### config.mk
export PLATFORM = sky130hd
export DESIGN_NAME = lcd_stage_display
export DESIGN_NICKNAME = d
export VERILOG_FILES = /design/src/rtl/lcd_pkg.sv /design/src/rtl/lcd_nibble_writer.sv /design/src/rtl/lcd_sequencer.sv /design/src/rtl/stage_name_rom.sv /design/src/rtl/lcd_stage_display.sv
export SDC_FILE = /design/constraint.sdc
export NUM_CORES = 1
export LEC_CHECK = 0
export BUFFER_PORTS_ARGS = -buffer_cell sky130_fd_sc_hd__buf_4
export CELL_PAD_IN_SITES_DETAIL_PLACEMENT = 1
export CELL_PAD_IN_SITES_GLOBAL_PLACEMENT = 1
export CORE_ASPECT_RATIO = 0.75
export CORE_MARGIN = 4
export CORE_UTILIZATION = 45
export CTS_BUF_LIST = sky130_fd_sc_hd__clkbuf_8
export DETAILED_ROUTE_END_ITERATION = 12
export HOLD_SLACK_MARGIN = 0.12
export PLACE_DENSITY_LB_ADDON = 0.1
export SYNTH_ARGS = -nofsm -noshare
export SYNTH_HDL_FRONTEND = slang
export SYNTH_SLANG_ARGS = --single-unit
### constraint.sdc
create_clock -name clk -period 3.6 [get_ports clk]
set_input_delay 0.36 -clock clk [delete_from_list [all_inputs] [get_ports clk]]
set_output_delay 0.36 -clock clk [all_outputs]
set_load 0.03 [all_outputs]
### src/rtl/lcd_pkg.sv
package lcd_pkg;

    ////////////////////////////////////////
    // widths
    ////////////////////////////////////////

    localparam int STAGE_W = 3;
    localparam int DELAY_W = 20;
    localparam int PHASE_W = 3;
    localparam int STEP_W  = 4;

    ////////////////////////////////////////
    // bus timing, in clock cycles
    ////////////////////////////////////////

    localparam logic [DELAY_W-1:0] E_HIGH_CYCLES       = 20'd13;
    localparam logic [DELAY_W-1:0] NIBBLE_GAP_CYCLES   = 20'd51;
    localparam logic [DELAY_W-1:0] SETTLE_CYCLES       = 20'd2001;
    localparam logic [DELAY_W-1:0] CLEAR_SETTLE_CYCLES = 20'd82001;
    localparam logic [DELAY_W-1:0] POWER_ON_CYCLES     = 20'd750001;
    // on top of the normal settle time
    localparam logic [DELAY_W-1:0] WAKE_EXTRA_1_CYCLES = 20'd203000;
    localparam logic [DELAY_W-1:0] WAKE_EXTRA_2_CYCLES = 20'd3000;

    ////////////////////////////////////////
    // controller codes
    ////////////////////////////////////////

    localparam logic [3:0] WAKE_NIBBLE       = 4'h3;
    localparam logic [3:0] FOUR_BIT_NIBBLE   = 4'h2;
    localparam logic [7:0] CMD_FUNCTION_SET  = 8'h28;
    localparam logic [7:0] CMD_ENTRY_MODE    = 8'h06;
    localparam logic [7:0] CMD_DISPLAY_ON    = 8'h0c;
    localparam logic [7:0] CMD_CLEAR         = 8'h01;
    localparam logic [7:0] CMD_HOME_ADDR     = 8'h80;

    // writer phases
    localparam logic [PHASE_W-1:0] PH_IDLE   = 3'd0;
    localparam logic [PHASE_W-1:0] PH_HIGH   = 3'd1;
    localparam logic [PHASE_W-1:0] PH_GAP    = 3'd2;
    localparam logic [PHASE_W-1:0] PH_LOW    = 3'd3;
    localparam logic [PHASE_W-1:0] PH_SETTLE = 3'd4;

    // sequencer steps, request steps are consecutive where possible
    localparam logic [STEP_W-1:0] ST_POWER   = 4'd0;
    localparam logic [STEP_W-1:0] ST_WAKE1   = 4'd1;
    localparam logic [STEP_W-1:0] ST_WAIT1   = 4'd2;
    localparam logic [STEP_W-1:0] ST_WAKE2   = 4'd3;
    localparam logic [STEP_W-1:0] ST_WAIT2   = 4'd4;
    localparam logic [STEP_W-1:0] ST_WAKE3   = 4'd5;
    localparam logic [STEP_W-1:0] ST_FOUR    = 4'd6;
    localparam logic [STEP_W-1:0] ST_FUNC    = 4'd7;
    localparam logic [STEP_W-1:0] ST_ENTRY   = 4'd8;
    localparam logic [STEP_W-1:0] ST_DISP    = 4'd9;
    localparam logic [STEP_W-1:0] ST_CLEAR   = 4'd10;
    localparam logic [STEP_W-1:0] ST_ADDR    = 4'd11;
    localparam logic [STEP_W-1:0] ST_CHAR_HI = 4'd12;
    localparam logic [STEP_W-1:0] ST_CHAR_LO = 4'd13;
    localparam logic [STEP_W-1:0] ST_WATCH   = 4'd14;

endpackage

### src/rtl/lcd_nibble_writer.sv
`timescale 1ns/1ps

module lcd_nibble_writer (
    input  logic       clk,
    input  logic       rst,
    input  logic       req_valid,
    input  logic [7:0] req_byte,
    input  logic       req_rs,
    input  logic       req_nibble_only,
    output logic       req_ready,
    output logic [3:0] lcd_data,
    output logic       lcd_e,
    output logic       lcd_rs
);

    logic [lcd_pkg::PHASE_W-1:0] phase;
    logic [lcd_pkg::DELAY_W-1:0] cnt;
    logic [lcd_pkg::DELAY_W-1:0] settle_len;
    logic [3:0]                  low_nibble;
    logic                        nibble_only;
    logic                        long_settle;
    logic                        accept;

    assign req_ready = (phase == lcd_pkg::PH_IDLE);
    assign accept    = req_valid && req_ready;

    // clear needs the long execution time
    assign settle_len = long_settle ? lcd_pkg::CLEAR_SETTLE_CYCLES : lcd_pkg::SETTLE_CYCLES;

    ////////////////////////////////////////
    // request capture
    ////////////////////////////////////////

    always_ff @(posedge clk) begin
        if (accept) begin
            low_nibble  <= req_byte[3:0];
            nibble_only <= req_nibble_only;
            long_settle <= !req_rs && !req_nibble_only && (req_byte == lcd_pkg::CMD_CLEAR);
        end
    end

    ////////////////////////////////////////
    // pulse generation
    ////////////////////////////////////////

    always_ff @(posedge clk or posedge rst) begin
        if (rst) begin
            phase    <= lcd_pkg::PH_IDLE;
            cnt      <= '0;
            lcd_e    <= 1'b0;
            lcd_rs   <= 1'b0;
            lcd_data <= 4'h0;
        end else begin
            case (phase)
                lcd_pkg::PH_IDLE: begin
                    if (accept) begin
                        phase    <= lcd_pkg::PH_HIGH;
                        cnt      <= '0;
                        lcd_e    <= 1'b1;
                        lcd_rs   <= req_rs;
                        // single nibbles sit in the low half of the byte
                        lcd_data <= req_nibble_only ? req_byte[3:0] : req_byte[7:4];
                    end
                end

                lcd_pkg::PH_HIGH: begin
                    if (cnt == lcd_pkg::E_HIGH_CYCLES - 1'b1) begin
                        lcd_e <= 1'b0;
                        cnt   <= '0;
                        phase <= nibble_only ? lcd_pkg::PH_SETTLE : lcd_pkg::PH_GAP;
                    end else begin
                        cnt <= cnt + 1'b1;
                    end
                end

                lcd_pkg::PH_GAP: begin
                    if (cnt == lcd_pkg::NIBBLE_GAP_CYCLES - 1'b1) begin
                        lcd_e    <= 1'b1;
                        lcd_data <= low_nibble;
                        cnt      <= '0;
                        phase    <= lcd_pkg::PH_LOW;
                    end else begin
                        cnt <= cnt + 1'b1;
                    end
                end

                lcd_pkg::PH_LOW: begin
                    if (cnt == lcd_pkg::E_HIGH_CYCLES - 1'b1) begin
                        lcd_e <= 1'b0;
                        cnt   <= '0;
                        phase <= lcd_pkg::PH_SETTLE;
                    end else begin
                        cnt <= cnt + 1'b1;
                    end
                end

                lcd_pkg::PH_SETTLE: begin
                    if (cnt == settle_len - 1'b1) begin
                        cnt   <= '0;
                        phase <= lcd_pkg::PH_IDLE;
                    end else begin
                        cnt <= cnt + 1'b1;
                    end
                end

                default: begin
                    phase <= lcd_pkg::PH_IDLE;
                    lcd_e <= 1'b0;
                end
            endcase
        end
    end

    // every enable pulse ends exactly after the high time
    assert property (@(posedge clk) disable iff (rst)
        $rose(lcd_e) |-> ##(lcd_pkg::E_HIGH_CYCLES) !lcd_e);

    // sequencer keeps a pending request steady
    assert property (@(posedge clk) disable iff (rst)
        req_valid && !req_ready |=> req_valid && $stable(req_byte) && $stable(req_rs)
            && $stable(req_nibble_only));

endmodule

### src/rtl/lcd_sequencer.sv
`timescale 1ns/1ps

module lcd_sequencer (
    input  logic                        clk,
    input  logic                        rst,
    input  logic [lcd_pkg::STAGE_W-1:0] stage,
    input  logic [7:0]                  char_hi,
    input  logic [7:0]                  char_lo,
    input  logic                        req_ready,
    output logic [lcd_pkg::STAGE_W-1:0] shown_stage,
    output logic                        req_valid,
    output logic [7:0]                  req_byte,
    output logic                        req_rs,
    output logic                        req_nibble_only
);

    logic [lcd_pkg::STEP_W-1:0]  step;
    logic [lcd_pkg::DELAY_W-1:0] cnt;
    logic [lcd_pkg::STAGE_W-1:0] stage_q;

    ////////////////////////////////////////
    // request decode
    ////////////////////////////////////////

    always_comb begin
        req_valid       = 1'b1;
        req_byte        = 8'h00;
        req_rs          = 1'b0;
        req_nibble_only = 1'b0;
        case (step)
            lcd_pkg::ST_WAKE1, lcd_pkg::ST_WAKE2, lcd_pkg::ST_WAKE3: begin
                req_byte        = {4'h0, lcd_pkg::WAKE_NIBBLE};
                req_nibble_only = 1'b1;
            end
            lcd_pkg::ST_FOUR: begin
                req_byte        = {4'h0, lcd_pkg::FOUR_BIT_NIBBLE};
                req_nibble_only = 1'b1;
            end
            lcd_pkg::ST_FUNC: begin
                req_byte = lcd_pkg::CMD_FUNCTION_SET;
            end
            lcd_pkg::ST_ENTRY: begin
                req_byte = lcd_pkg::CMD_ENTRY_MODE;
            end
            lcd_pkg::ST_DISP: begin
                req_byte = lcd_pkg::CMD_DISPLAY_ON;
            end
            lcd_pkg::ST_CLEAR: begin
                req_byte = lcd_pkg::CMD_CLEAR;
            end
            lcd_pkg::ST_ADDR: begin
                req_byte = lcd_pkg::CMD_HOME_ADDR;
            end
            lcd_pkg::ST_CHAR_HI: begin
                req_byte = char_hi;
                req_rs   = 1'b1;
            end
            lcd_pkg::ST_CHAR_LO: begin
                req_byte = char_lo;
                req_rs   = 1'b1;
            end
            default: begin
                req_valid = 1'b0;
            end
        endcase
    end

    ////////////////////////////////////////
    // step control
    ////////////////////////////////////////

    always_ff @(posedge clk or posedge rst) begin
        if (rst) begin
            step        <= lcd_pkg::ST_POWER;
            cnt         <= '0;
            stage_q     <= '0;
            shown_stage <= '0;
        end else begin
            stage_q <= stage;
            case (step)
                lcd_pkg::ST_POWER: begin
                    if (cnt == lcd_pkg::POWER_ON_CYCLES - 1'b1) begin
                        cnt  <= '0;
                        step <= lcd_pkg::ST_WAKE1;
                    end else begin
                        cnt <= cnt + 1'b1;
                    end
                end

                // extra wake waits start once the writer has settled
                lcd_pkg::ST_WAIT1: begin
                    if (req_ready) begin
                        if (cnt == lcd_pkg::WAKE_EXTRA_1_CYCLES - 1'b1) begin
                            cnt  <= '0;
                            step <= lcd_pkg::ST_WAKE2;
                        end else begin
                            cnt <= cnt + 1'b1;
                        end
                    end
                end

                lcd_pkg::ST_WAIT2: begin
                    if (req_ready) begin
                        if (cnt == lcd_pkg::WAKE_EXTRA_2_CYCLES - 1'b1) begin
                            cnt  <= '0;
                            step <= lcd_pkg::ST_WAKE3;
                        end else begin
                            cnt <= cnt + 1'b1;
                        end
                    end
                end

                lcd_pkg::ST_DISP: begin
                    if (req_ready) begin
                        step        <= lcd_pkg::ST_CLEAR;
                        shown_stage <= stage_q;
                    end
                end

                lcd_pkg::ST_CHAR_LO: begin
                    if (req_ready) begin
                        step <= lcd_pkg::ST_WATCH;
                    end
                end

                // latest sampled code wins, skipped codes are never shown
                lcd_pkg::ST_WATCH: begin
                    if (req_ready && (stage_q != shown_stage)) begin
                        step        <= lcd_pkg::ST_CLEAR;
                        shown_stage <= stage_q;
                    end
                end

                lcd_pkg::ST_WAKE1, lcd_pkg::ST_WAKE2, lcd_pkg::ST_WAKE3,
                lcd_pkg::ST_FOUR, lcd_pkg::ST_FUNC, lcd_pkg::ST_ENTRY,
                lcd_pkg::ST_CLEAR, lcd_pkg::ST_ADDR, lcd_pkg::ST_CHAR_HI: begin
                    if (req_ready) begin
                        step <= step + 1'b1;
                    end
                end

                default: begin
                    step <= lcd_pkg::ST_POWER;
                    cnt  <= '0;
                end
            endcase
        end
    end

    // no request goes out while a wait is still counting
    assert property (@(posedge clk) disable iff (rst)
        req_valid |-> cnt == '0);

endmodule

### src/rtl/stage_name_rom.sv
`timescale 1ns/1ps

module stage_name_rom (
    input  logic [lcd_pkg::STAGE_W-1:0] code,
    output logic [7:0]                  char_hi,
    output logic [7:0]                  char_lo
);

    // two ascii characters per pipeline stage
    always_comb begin
        case (code)
            3'd0: begin
                char_hi = "G";
                char_lo = "O";
            end
            3'd1: begin
                char_hi = "I";
                char_lo = "F";
            end
            3'd2: begin
                char_hi = "I";
                char_lo = "D";
            end
            3'd3: begin
                char_hi = "E";
                char_lo = "X";
            end
            3'd4: begin
                char_hi = "M";
                char_lo = "E";
            end
            3'd5: begin
                char_hi = "W";
                char_lo = "B";
            end
            // codes 6 and 7 have no stage
            default: begin
                char_hi = "-";
                char_lo = "-";
            end
        endcase
    end

endmodule

### src/rtl/lcd_stage_display.sv
`timescale 1ns/1ps

module lcd_stage_display (
    input  logic                        clk,
    input  logic                        rst,
    input  logic [lcd_pkg::STAGE_W-1:0] stage,
    output logic [3:0]                  lcd_data,
    output logic                        lcd_e,
    output logic                        lcd_rs
);

    logic [lcd_pkg::STAGE_W-1:0] shown_stage;
    logic [7:0]                  char_hi;
    logic [7:0]                  char_lo;
    logic                        req_valid;
    logic                        req_ready;
    logic [7:0]                  req_byte;
    logic                        req_rs;
    logic                        req_nibble_only;

    lcd_sequencer lcd_sequencer_i (
        .clk             (clk),
        .rst             (rst),
        .stage           (stage),
        .char_hi         (char_hi),
        .char_lo         (char_lo),
        .req_ready       (req_ready),
        .shown_stage     (shown_stage),
        .req_valid       (req_valid),
        .req_byte        (req_byte),
        .req_rs          (req_rs),
        .req_nibble_only (req_nibble_only)
    );

    stage_name_rom stage_name_rom_i (
        .code    (shown_stage),
        .char_hi (char_hi),
        .char_lo (char_lo)
    );

    lcd_nibble_writer lcd_nibble_writer_i (
        .clk             (clk),
        .rst             (rst),
        .req_valid       (req_valid),
        .req_byte        (req_byte),
        .req_rs          (req_rs),
        .req_nibble_only (req_nibble_only),
        .req_ready       (req_ready),
        .lcd_data        (lcd_data),
        .lcd_e           (lcd_e),
        .lcd_rs          (lcd_rs)
    );

endmodule

# Word-level counts from Yosys, hierarchy flattened

Cells that the tools add are included.

Output and inout bits: 6
Register bits after elaboration: 65

Eq/ne operators: 46
Reduce and logical (&&, ||, !) cells: 28
Bitwise operators: 2
Multiplexer cells: 46
$add $sub $neg: 4

Operator list:

| operator                                               | count |
|---|---|
| 2-to-1 mux 20 bit                                      | 9 |
| case mux 20 bit (4 select lines)                       | 2 |
| case mux 8 bit (9 select lines)                        | 1 |
| 2-to-1 mux 4 bit                                       | 12 |
| case mux 7 bit (6 select lines)                        | 1 |
| adder 20 x 1 -> 20 bit (second input constant)         | 2 |
| case mux 7 bit (5 select lines)                        | 1 |
| == test 4 bit (second input constant)                  | 7 |
| inequality test 2 x 1 -> 1 bit (second input constant) | 14 |
| case mux 4 bit (7 select lines)                        | 1 |
| 2-to-1 mux 3 bit                                       | 8 |
| == test 20 x 12 -> 1 bit (second input constant)       | 1 |
| == test 20 x 18 -> 1 bit (second input constant)       | 1 |
| == test 20 bit                                         | 1 |
| == test 20 bit (second input constant)                 | 1 |
| == test 20 x 4 -> 1 bit (second input constant)        | 1 |
| == test 20 x 6 -> 1 bit (second input constant)        | 1 |
| subtractor 20 x 1 -> 20 bit (second input constant)    | 1 |
| 2-to-1 mux 17 bit                                      | 1 |
| == test 4 x 3 -> 1 bit (second input constant)         | 4 |
| case mux 3 bit (5 select lines)                        | 1 |
| == test 3 x 2 -> 1 bit (second input constant)         | 4 |
| OR reduction 12 bit                                    | 1 |
| OR reduction 11 bit                                    | 1 |
| other kinds (28)                                       | 49 |

# Depth between registers and ports, before layout

Gate-level depths: netlist (run 1).

Depth after elaboration: 7
Depth in mapped cells: 10
Gate-level depth less buffers: 8

# Hierarchy

Synthesis (run 1) repeated with hierarchy kept, for this count alone.

Cell total of the unflattened synthesis: 472
Area total of the unflattened synthesis: 4221.5 sq um

Modules (own cells, without submodules):

| module            | instances | cells each | area each (sq um) |
|---|---|---|---|
| lcd_sequencer     | 1         | 256        | 2207.1 |
| lcd_nibble_writer | 1         | 188        | 1845.5 |
| stage_name_rom    | 1         | 28         | 168.9 |

# Worst setup path after synthesis (run 1)

No wires, ideal clock.

Path kind: register to register
Start point: reg lcd_sequencer_i.step[0] (netlist bit)
End point: reg lcd_sequencer_i.step[3] (netlist bit)
Required time: 3478 ps
Slack: 1313 ps
Data arrival time: 2165 ps
Period minus slack after synthesis: 2287 ps
Stages on the path, launching flop included: 8
Path through: dfrtp_1 -> ha_1 -> or4_4 -> o221a_1 -> a41o_1 -> nor4_4 -> nor3b_1 -> o21ai_1

Word-level cells in the longest chain between the ends: 4
Elaborated cells on any way between the ends: 29

Ends and longest elaborated chain:

| element                                              | line                | text |
|---|---|---|
| start: declaration                                   | lcd_sequencer.sv:17 | `logic [lcd_pkg::STEP_W-1:0] step;` |
| start signal: assignment                             | lcd_sequencer.sv:74 | `step <= lcd_pkg::ST_POWER;` |
| start signal: assignment                             | lcd_sequencer.sv:84 | `step <= lcd_pkg::ST_WAKE1;` |
| start signal: assignment                             | lcd_sequencer.sv:95 | `step <= lcd_pkg::ST_WAKE2;` |
| == test 4 x 1 -> 1 bit, or another cell as far along | lcd_sequencer.sv:80 | `case (step)` |
| OR reduction 9 bit                                   | lcd_sequencer.sv:80 |  |
| inequality test 2 x 1 -> 1 bit (no source line)      | --                  |  |
| AND reduction 9 bit (no source line)                 | --                  |  |

Several ways; a longest one is shown, not always the timed one. The select of a mux whose other input is x is not followed.
A chain may end at the register's enable or synchronous reset.

# Final worst setup path (run 1)

Ends and elaborated chain as after synthesis.

==> results_dict.tcl, run 1 <==
set metrics [dict create \
    status "complete, no violations" \
    synthAdderAreaFrac_pct 2.72 \
    initial_core_util_pct 45.9 \
    syn_avg_cell_area_sq_um 9.05 \
    power_density_nw_per_um2 314 \
    clkLatencyLatePin_ns 0.36 \
    hold_path.class "primary input to asynchronous set/reset pin" \
    worst_pin_slew_ns 0.913 \
    pin_count 11 \
    synth-compound-area-share_pct 21.9 \
    clock-sinks 65 \
    crit_chain "ha_1, or4_4, o221a_1, a41o_1, nor4_4, nor3b_1, o21ai_1" \
    synth_warnings 0 \
    cts_made_buffers 9 \
    post_cts_buffers 0 \
    synth_edf_count 6 \
    synth_largest_area_cell "dfrtp_1" \
    synth.distinct_cells 73 \
    cts_buffer_depth 2 \
    grt_max_degree 41 \
    start_kind "flop" \
    ys_seq_area_share_pct 40.0 \
    r2r-end "lcd_sequencer_i.step[3]" \
    grt_pass1_vias 3579 \
    synth_most_common_cell "dfrtp_1" \
    core_sq_um 9010 \
    drv_cap 0 \
    final_nets 476 \
    design_area_sq_um 4490 \
    postSynthRegisterBits 65 \
    p_leak_uw 0.00190 \
    place_area_sq_um 4260 \
    numPortBuffers 10 \
    synth.area.mux_share_pct 2.12 \
    htree_levels 3 \
    power_uw 1410 \
    period_share_pct 75.2 \
    layout-drive-gt1-share_pct 12.6 \
    postRouteAntennaNets 0 \
    tritoncts "built" \
    die_x_microns 119 \
    synth_commonest_cells "59 x dfrtp_1, 54 x nand2_1, 33 x nor2_1, 27 x a21oi_1, 20 x nand3_1" \
    drt-pass1-iter-count 4 \
    cp_slowest_cell "or4_4" \
    yosysTopAreaCellShare_pct 35.7 \
    final-setup-viol-count 0 \
    final-max-slew-violation-count 0 \
    fin_ws_ns 0.891 \
    max_slew_margin_pct 39.1 \
    grt_setup_unrepaired "false" \
    netlist_area_sq_um 4140 \
    die_height_microns 91.0 \
    setup_tns_ns 0 \
    fin_skew_ns 0.00855 \
    first_iter_violations 191 \
    cp.arrival_ns 2.95 \
    num_antenna_cells 0 \
    vias_per_cell 6.06 \
    synth_nets 471 \
    cp.required_ns 3.84 \
    ir_drop_mv 0.166 \
    worstRegToRegCells 7 \
    clkSlewWorstSetupHoldPaths_ns 0.08 \
    synth_area_leaders "dfrtp_1 36%, nand2_1 4.9%, edfxtp_1 4.4%" \
    synth_ff_type "dfrtp_1" \
    synthCells 457 \
    synthArstFlopShare_pct 90.8 \
    hold_viol_final 0 \
    fmax_ghz 0.369 \
    synth_xor_area_share_pct 2.96 \
    grt.total_usage_pct 20.8 \
    grt_overflow_total 0 \
    clock-root-buffer "clkbuf_8" \
    wl_microns 10500 \
    antenna_found_initial 0 \
    syn_to_final_growth_pct 8.53 \
    cpPeakStageDelay_ns 0.60 \
    grt_pass1_wl_microns 18400 \
    routedWlPerCell_microns 18.1 \
    crit_path_end_kind "flop" \
    synth_top_family_by_area "simple AND/OR/NAND/NOR gates" \
    design.die.area_sq_um 10800 \
    cp_max_fo 12 \
    synth-simple-area-share_pct 25.7 \
    r2r_start "lcd_sequencer_i.step[0]" \
    num_vias 3511 \
    r2r_slack_ns 0.89 \
    pre_cts_ws_ns 0.926 \
    finalWeightedCongestion 0.796 \
    finalCriticalPeriod_ns 2.71 \
    path_class "flop to flop" \
    dp_hpwl_microns 7360 \
    num_rows 30 \
    drc 0 \
]
[worst max path at each step]
stage / from / endpoint / slack (ns) / cells past startpoint
6_report: lcd_sequencer_i.step[0] / lcd_sequencer_i.step[3] / 0.89 / 7
5_1_grt: lcd_sequencer_i.step[0] / lcd_nibble_writer_i.lcd_rs / 0.75 / 7
4_1_cts: lcd_sequencer_i.step[0] / lcd_sequencer_i.step[3] / 0.91 / 7
3_5_place_dp: lcd_sequencer_i.step[0] / lcd_sequencer_i.step[3] / 0.93 / 7
3_3_place_gp: lcd_sequencer_i.step[3] / lcd_sequencer_i.cnt[7] / 1.02 / 5
2_1_floorplan: lcd_sequencer_i.step[0] / lcd_sequencer_i.step[3] / 1.31 / 7
[layout by cell type (no fill, tap or decap), types with 5 or more instances in the layout]
master / netlist / final
a21oi_1: 27 / 27
a31oi_1: 19 / 19
dfrtp_1: 59 / 59
or3_1: 8 / 8
nand3_1: 20 / 20
o21ai_0: 18 / 18
nor3_1: 11 / 11
buf_4: 0 / 14
xor2_1: 11 / 11
clkbuf_8: 0 / 11
nand2b_1: 5 / 5
nand4_1: 13 / 13
edfxtp_1: 6 / 6
inv_1: 17 / 18
nor4_1: 6 / 6
ha_1: 9 / 9
nand2_1: 54 / 54
nor2b_1: 7 / 7
and3_1: 8 / 8
nor2_1: 33 / 33
mux2_2: 6 / 6
o21ai_1: 15 / 15
[stage by stage]
stage,hold WS (ns),util (%),std cells
floorplan,0.391,-,457
global placement,0.452,47.3,560
detailed placement,0.470,47.3,560
CTS,0.238,49.8,579
global route,0.258,49.8,579
finish,0.184,49.8,579
[critical path, delay by kind of cell, from the launching register on]
| family | cells | cell delay, ns |
|---|---|---|
| flip-flops | 1 | 0.44 |
| AND/OR/NAND/NOR | 3 | 1.19 |
| adder cells (fa/ha/maj) | 1 | 0.39 |
| AO/OA/AOI/OAI | 3 | 0.57 |
[kinds of logic after synthesis]
group	after synthesis
and+or+nand+nor	195
AOI/OAI and AO/OA	125
DFF	65
buffers and inverters	41
xor gates and xnor gates	14
adders and majority gates	9
muxes	8
[power by group]
part	switching, uW	internal, uW	total [uW]
clock network	298	351	649
logic	15.1	6.42	21.6
registers	1.16	740	741
total	314	1100	1410
[area by class of cell]
| cell class | count | area [sq um] |
|---|---|---|
| Clock buffer | 11 | 151 |
| Timing Repair Buffer | 17 | 135 |
| Fill cell | 1063 | 4520 |
| Inverter | 18 | 67.6 |
| Tap cell | 112 | 140 |
| Clock inverter | 5 | 47.5 |
| Multi-Input combinational cell | 351 | 2290 |
| Sequential cell | 65 | 1660 |
[per-layer routing]
metal  GRT usage (%)  part of all wire [%]
met4            5.30                   1.1
met3            4.92                   2.5
met5               0                     0
met1            29.8                    51
met2            31.5                    45
[registers in the layout (all words and copies together), names as in the netlist]
signal                           flops
lcd_nibble_writer_i.lcd_e            1
lcd_nibble_writer_i.lcd_rs           1
lcd_sequencer_i.cnt                 20
lcd_sequencer_i.stage_q              3
lcd_sequencer_i.shown_stage          3
lcd_nibble_writer_i.lcd_data         4
lcd_nibble_writer_i.phase            3
lcd_nibble_writer_i.cnt             20
lcd_nibble_writer_i.nibble_only      1
lcd_nibble_writer_i.long_settle      1
lcd_nibble_writer_i.low_nibble       4
lcd_sequencer_i.step                 4
[repair_timing]
action,in CTS,in global routing
hold buffers,3,0
gates resized for setup,0,0
endpoints found under the hold margin,3,0
Power figures use the tool's default switching activity.
==> run 2, diff against run 1 <==
Clock period 3.6 ns to 2.2 ns, I/O delays scaled along.
==> run 2 against run 1 <==
The flow now finishes with violations (setup timing). Routed wire length rose by 81%. Combinational power grew 95%. Non-clock buffer count up 126. Worst hold slack better by 0.31 ns. Clock-buffer cell count shrank 2. Worst setup slack got worse by 1.2 ns. First-iteration DRC count up 130%. Die area is the same. Via count grew 34%. Critical path type unchanged. Largest power group is now clock.
==> results_dict.tcl, run 2 (synthesis gave the netlist of run 1 again) <==
set metrics [dict create \
    max_slew_margin_pct 58.5 \
    path_class "flop to flop" \
    wl_met2_microns 8920 \
    initial_core_util_pct 45.9 \
    routedWlPerCell_microns 26.9 \
    clock-sinks 65 \
    crit_chain "buf_4, ha_2, or4_4, o221a_1, a41o_1, nor4_4, buf_4, buf_4, nand3_1, o21ai_2" \
    num_rows 30 \
    design.die.area_sq_um 10800 \
    dp_cells 654 \
    p_leak_uw 0.00267 \
    layout_commonest_cell "buf_4" \
    dr.max_layer_used "met4" \
    core_sq_um 9010 \
    cp_num_buf_inv 3 \
    postRouteAntennaNets 0 \
    pre_cts_ws_ns -0.192 \
    final-max-slew-violation-count 0 \
    power_density_nw_per_um2 438 \
    syn_to_final_growth_pct 47.0 \
    fin_ws_ns -0.335 \
    num_antenna_cells 0 \
    final-setup-viol-count 51 \
    drt-pass1-iter-count 5 \
    pin_count 11 \
    cp.required_ns 2.49 \
    grt.total_usage_pct 29.9 \
    grt_max_degree 35 \
    grt_setup_unrepaired "true" \
    cts_made_buffers 9 \
    finalWeightedCongestion 0.855 \
    fin_skew_ns 0.0154 \
    clkSlewWorstSetupHoldPaths_ns 0.08 \
    wl_microns 19000 \
    cts_buffer_depth 2 \
    largestRegisters "lcd_nibble_writer_i.cnt x20, lcd_sequencer_i.cnt x20" \
    grt_pass1_wl_microns 25700 \
    ir_drop_mv 0.601 \
    num_vias 4695 \
    final_nets 603 \
    die_x_microns 119 \
    routedLengthMet1_microns 7740 \
    finalCriticalPeriod_ns 2.54 \
    start_kind "flop" \
    layout-drive-gt1-share_pct 42.1 \
    numPortBuffers 10 \
    die_height_microns 91.0 \
    drv_cap 0 \
    period_share_pct 115 \
    cp_max_fo 5 \
    first_iter_violations 440 \
    clock-root-buffer "clkbuf_8" \
    r2r_slack_ns -0.34 \
    cp_common_cell "buf_4" \
    violations "setup timing" \
    crit_family "simple AND/OR/NAND/NOR gates" \
    grt_pass1_vias 4631 \
    final.fill_count 973 \
    crit_path_end_kind "flop" \
    dp_hpwl_microns 9640 \
    drc 0 \
    finalNonFillerCells 706 \
    cp_slowest_cell "or4_4" \
    hold_viol_final 0 \
    worst_pin_slew_ns 0.621 \
    fmax_ghz 0.394 \
    route.met3.wl_microns 1480 \
    htree_levels 3 \
    status "complete, but fails checks" \
    cp.arrival_ns 2.83 \
    tritoncts "built" \
    whs_ns 0.490 \
    cpPeakStageDelay_ns 0.44 \
    antenna_found_initial 0 \
    power_uw 2670 \
    clkLatencyLatePin_ns 0.37 \
    hold_path.class "primary input to asynchronous set/reset pin" \
    vias_per_cell 6.65 \
    layout_common_cells "120 x buf_4, 58 x dfrtp_1, 50 x nand2_1" \
    grt_overflow_total 0 \
]
run 2: changes by cell type in the layout (fill, tap and decap cells not counted), sizes merged:
cell         previous run  this run
inv                    20        18
clkinv                  2         3
clkbuf                 11         9
buf                    14       139
dlygate4sd3             3         4
nand3                  21        22
bufinv                  1         4
run 2: layout make-up:
cell class	instances	area, sq um	area share, %
clock buffer	9	124	2.04
inverter	18	70.1	1.15
tap	112	140	2.30
multi-input combinational	352	2770	45.6
clock inverter	7	143	2.35
timing repair buffer	143	1180	19.3
sequential	65	1660	27.3
run 2: what timing repair did:
| item | CTS | global route |
|---|---|---|
| pin swaps | 25 | 30 |
| setup buffers | 16 | 16 |
| gates resized for setup | 65 | 55 |
| hold buffers | 4 | 0 |
| cloned | 2 | 0 |
| endpoints found under the setup margin | 48 | 59 |
| endpoints found under the hold margin | 28 | 0 |
run 2: per-layer routing:
layer	up-vias	GRT usage (%)
met2	274	48.3
met1	2366	40.2
met3	88	5.92
met5	-	0
met4	0	10.5
li1	1967	-
run 2: through the flow:
step           setup TNS, ns  util, %  area (sq um)
6_report               -8.73     67.5          6080
5_1_grt               -11.97     67.5          6080
4_1_cts                -1.37     63.8          5750
3_5_place_dp           -3.92     55.9          5030
3_3_place_gp          -0.535     55.9          5030
2_1_floorplan         -0.108        -          4170
run 2: worst register-to-register path: cells and delay by family, from the launching register on:
kind            cells  cell delay (ns)
flops               1             0.41
fa+ha+maj           1             0.19
buf+inv             3             0.47
compound gates      3             0.63
simple gates        3             0.75
run 2: worst paths after layout:
check                                           startpoint                              end  depth (start not counted)
max                                lcd_sequencer_i.step[1]          lcd_sequencer_i.step[3]                         10
min                                                    rst          lcd_sequencer_i.cnt[13]                          3
max reg2reg                        lcd_sequencer_i.step[1]          lcd_sequencer_i.step[3]                         10
min reg2reg                lcd_nibble_writer_i.lcd_data[1]  lcd_nibble_writer_i.lcd_data[1]                          2
max in group asynchronous                              rst       lcd_sequencer_i.stage_q[1]                          4
min in group clk           lcd_nibble_writer_i.lcd_data[1]  lcd_nibble_writer_i.lcd_data[1]                          2
run 2: power breakdown:
| part | internal, uW | switching [uW] | leakage [uW] |
|---|---|---|---|
| Sequential | 1210 | 1.81 | 0.000843 |
| Clock | 869 | 543 | 0.000133 |
| Combinational | 14.2 | 28.0 | 0.00170 |
| Total | 2090 | 573 | 0.00267 |
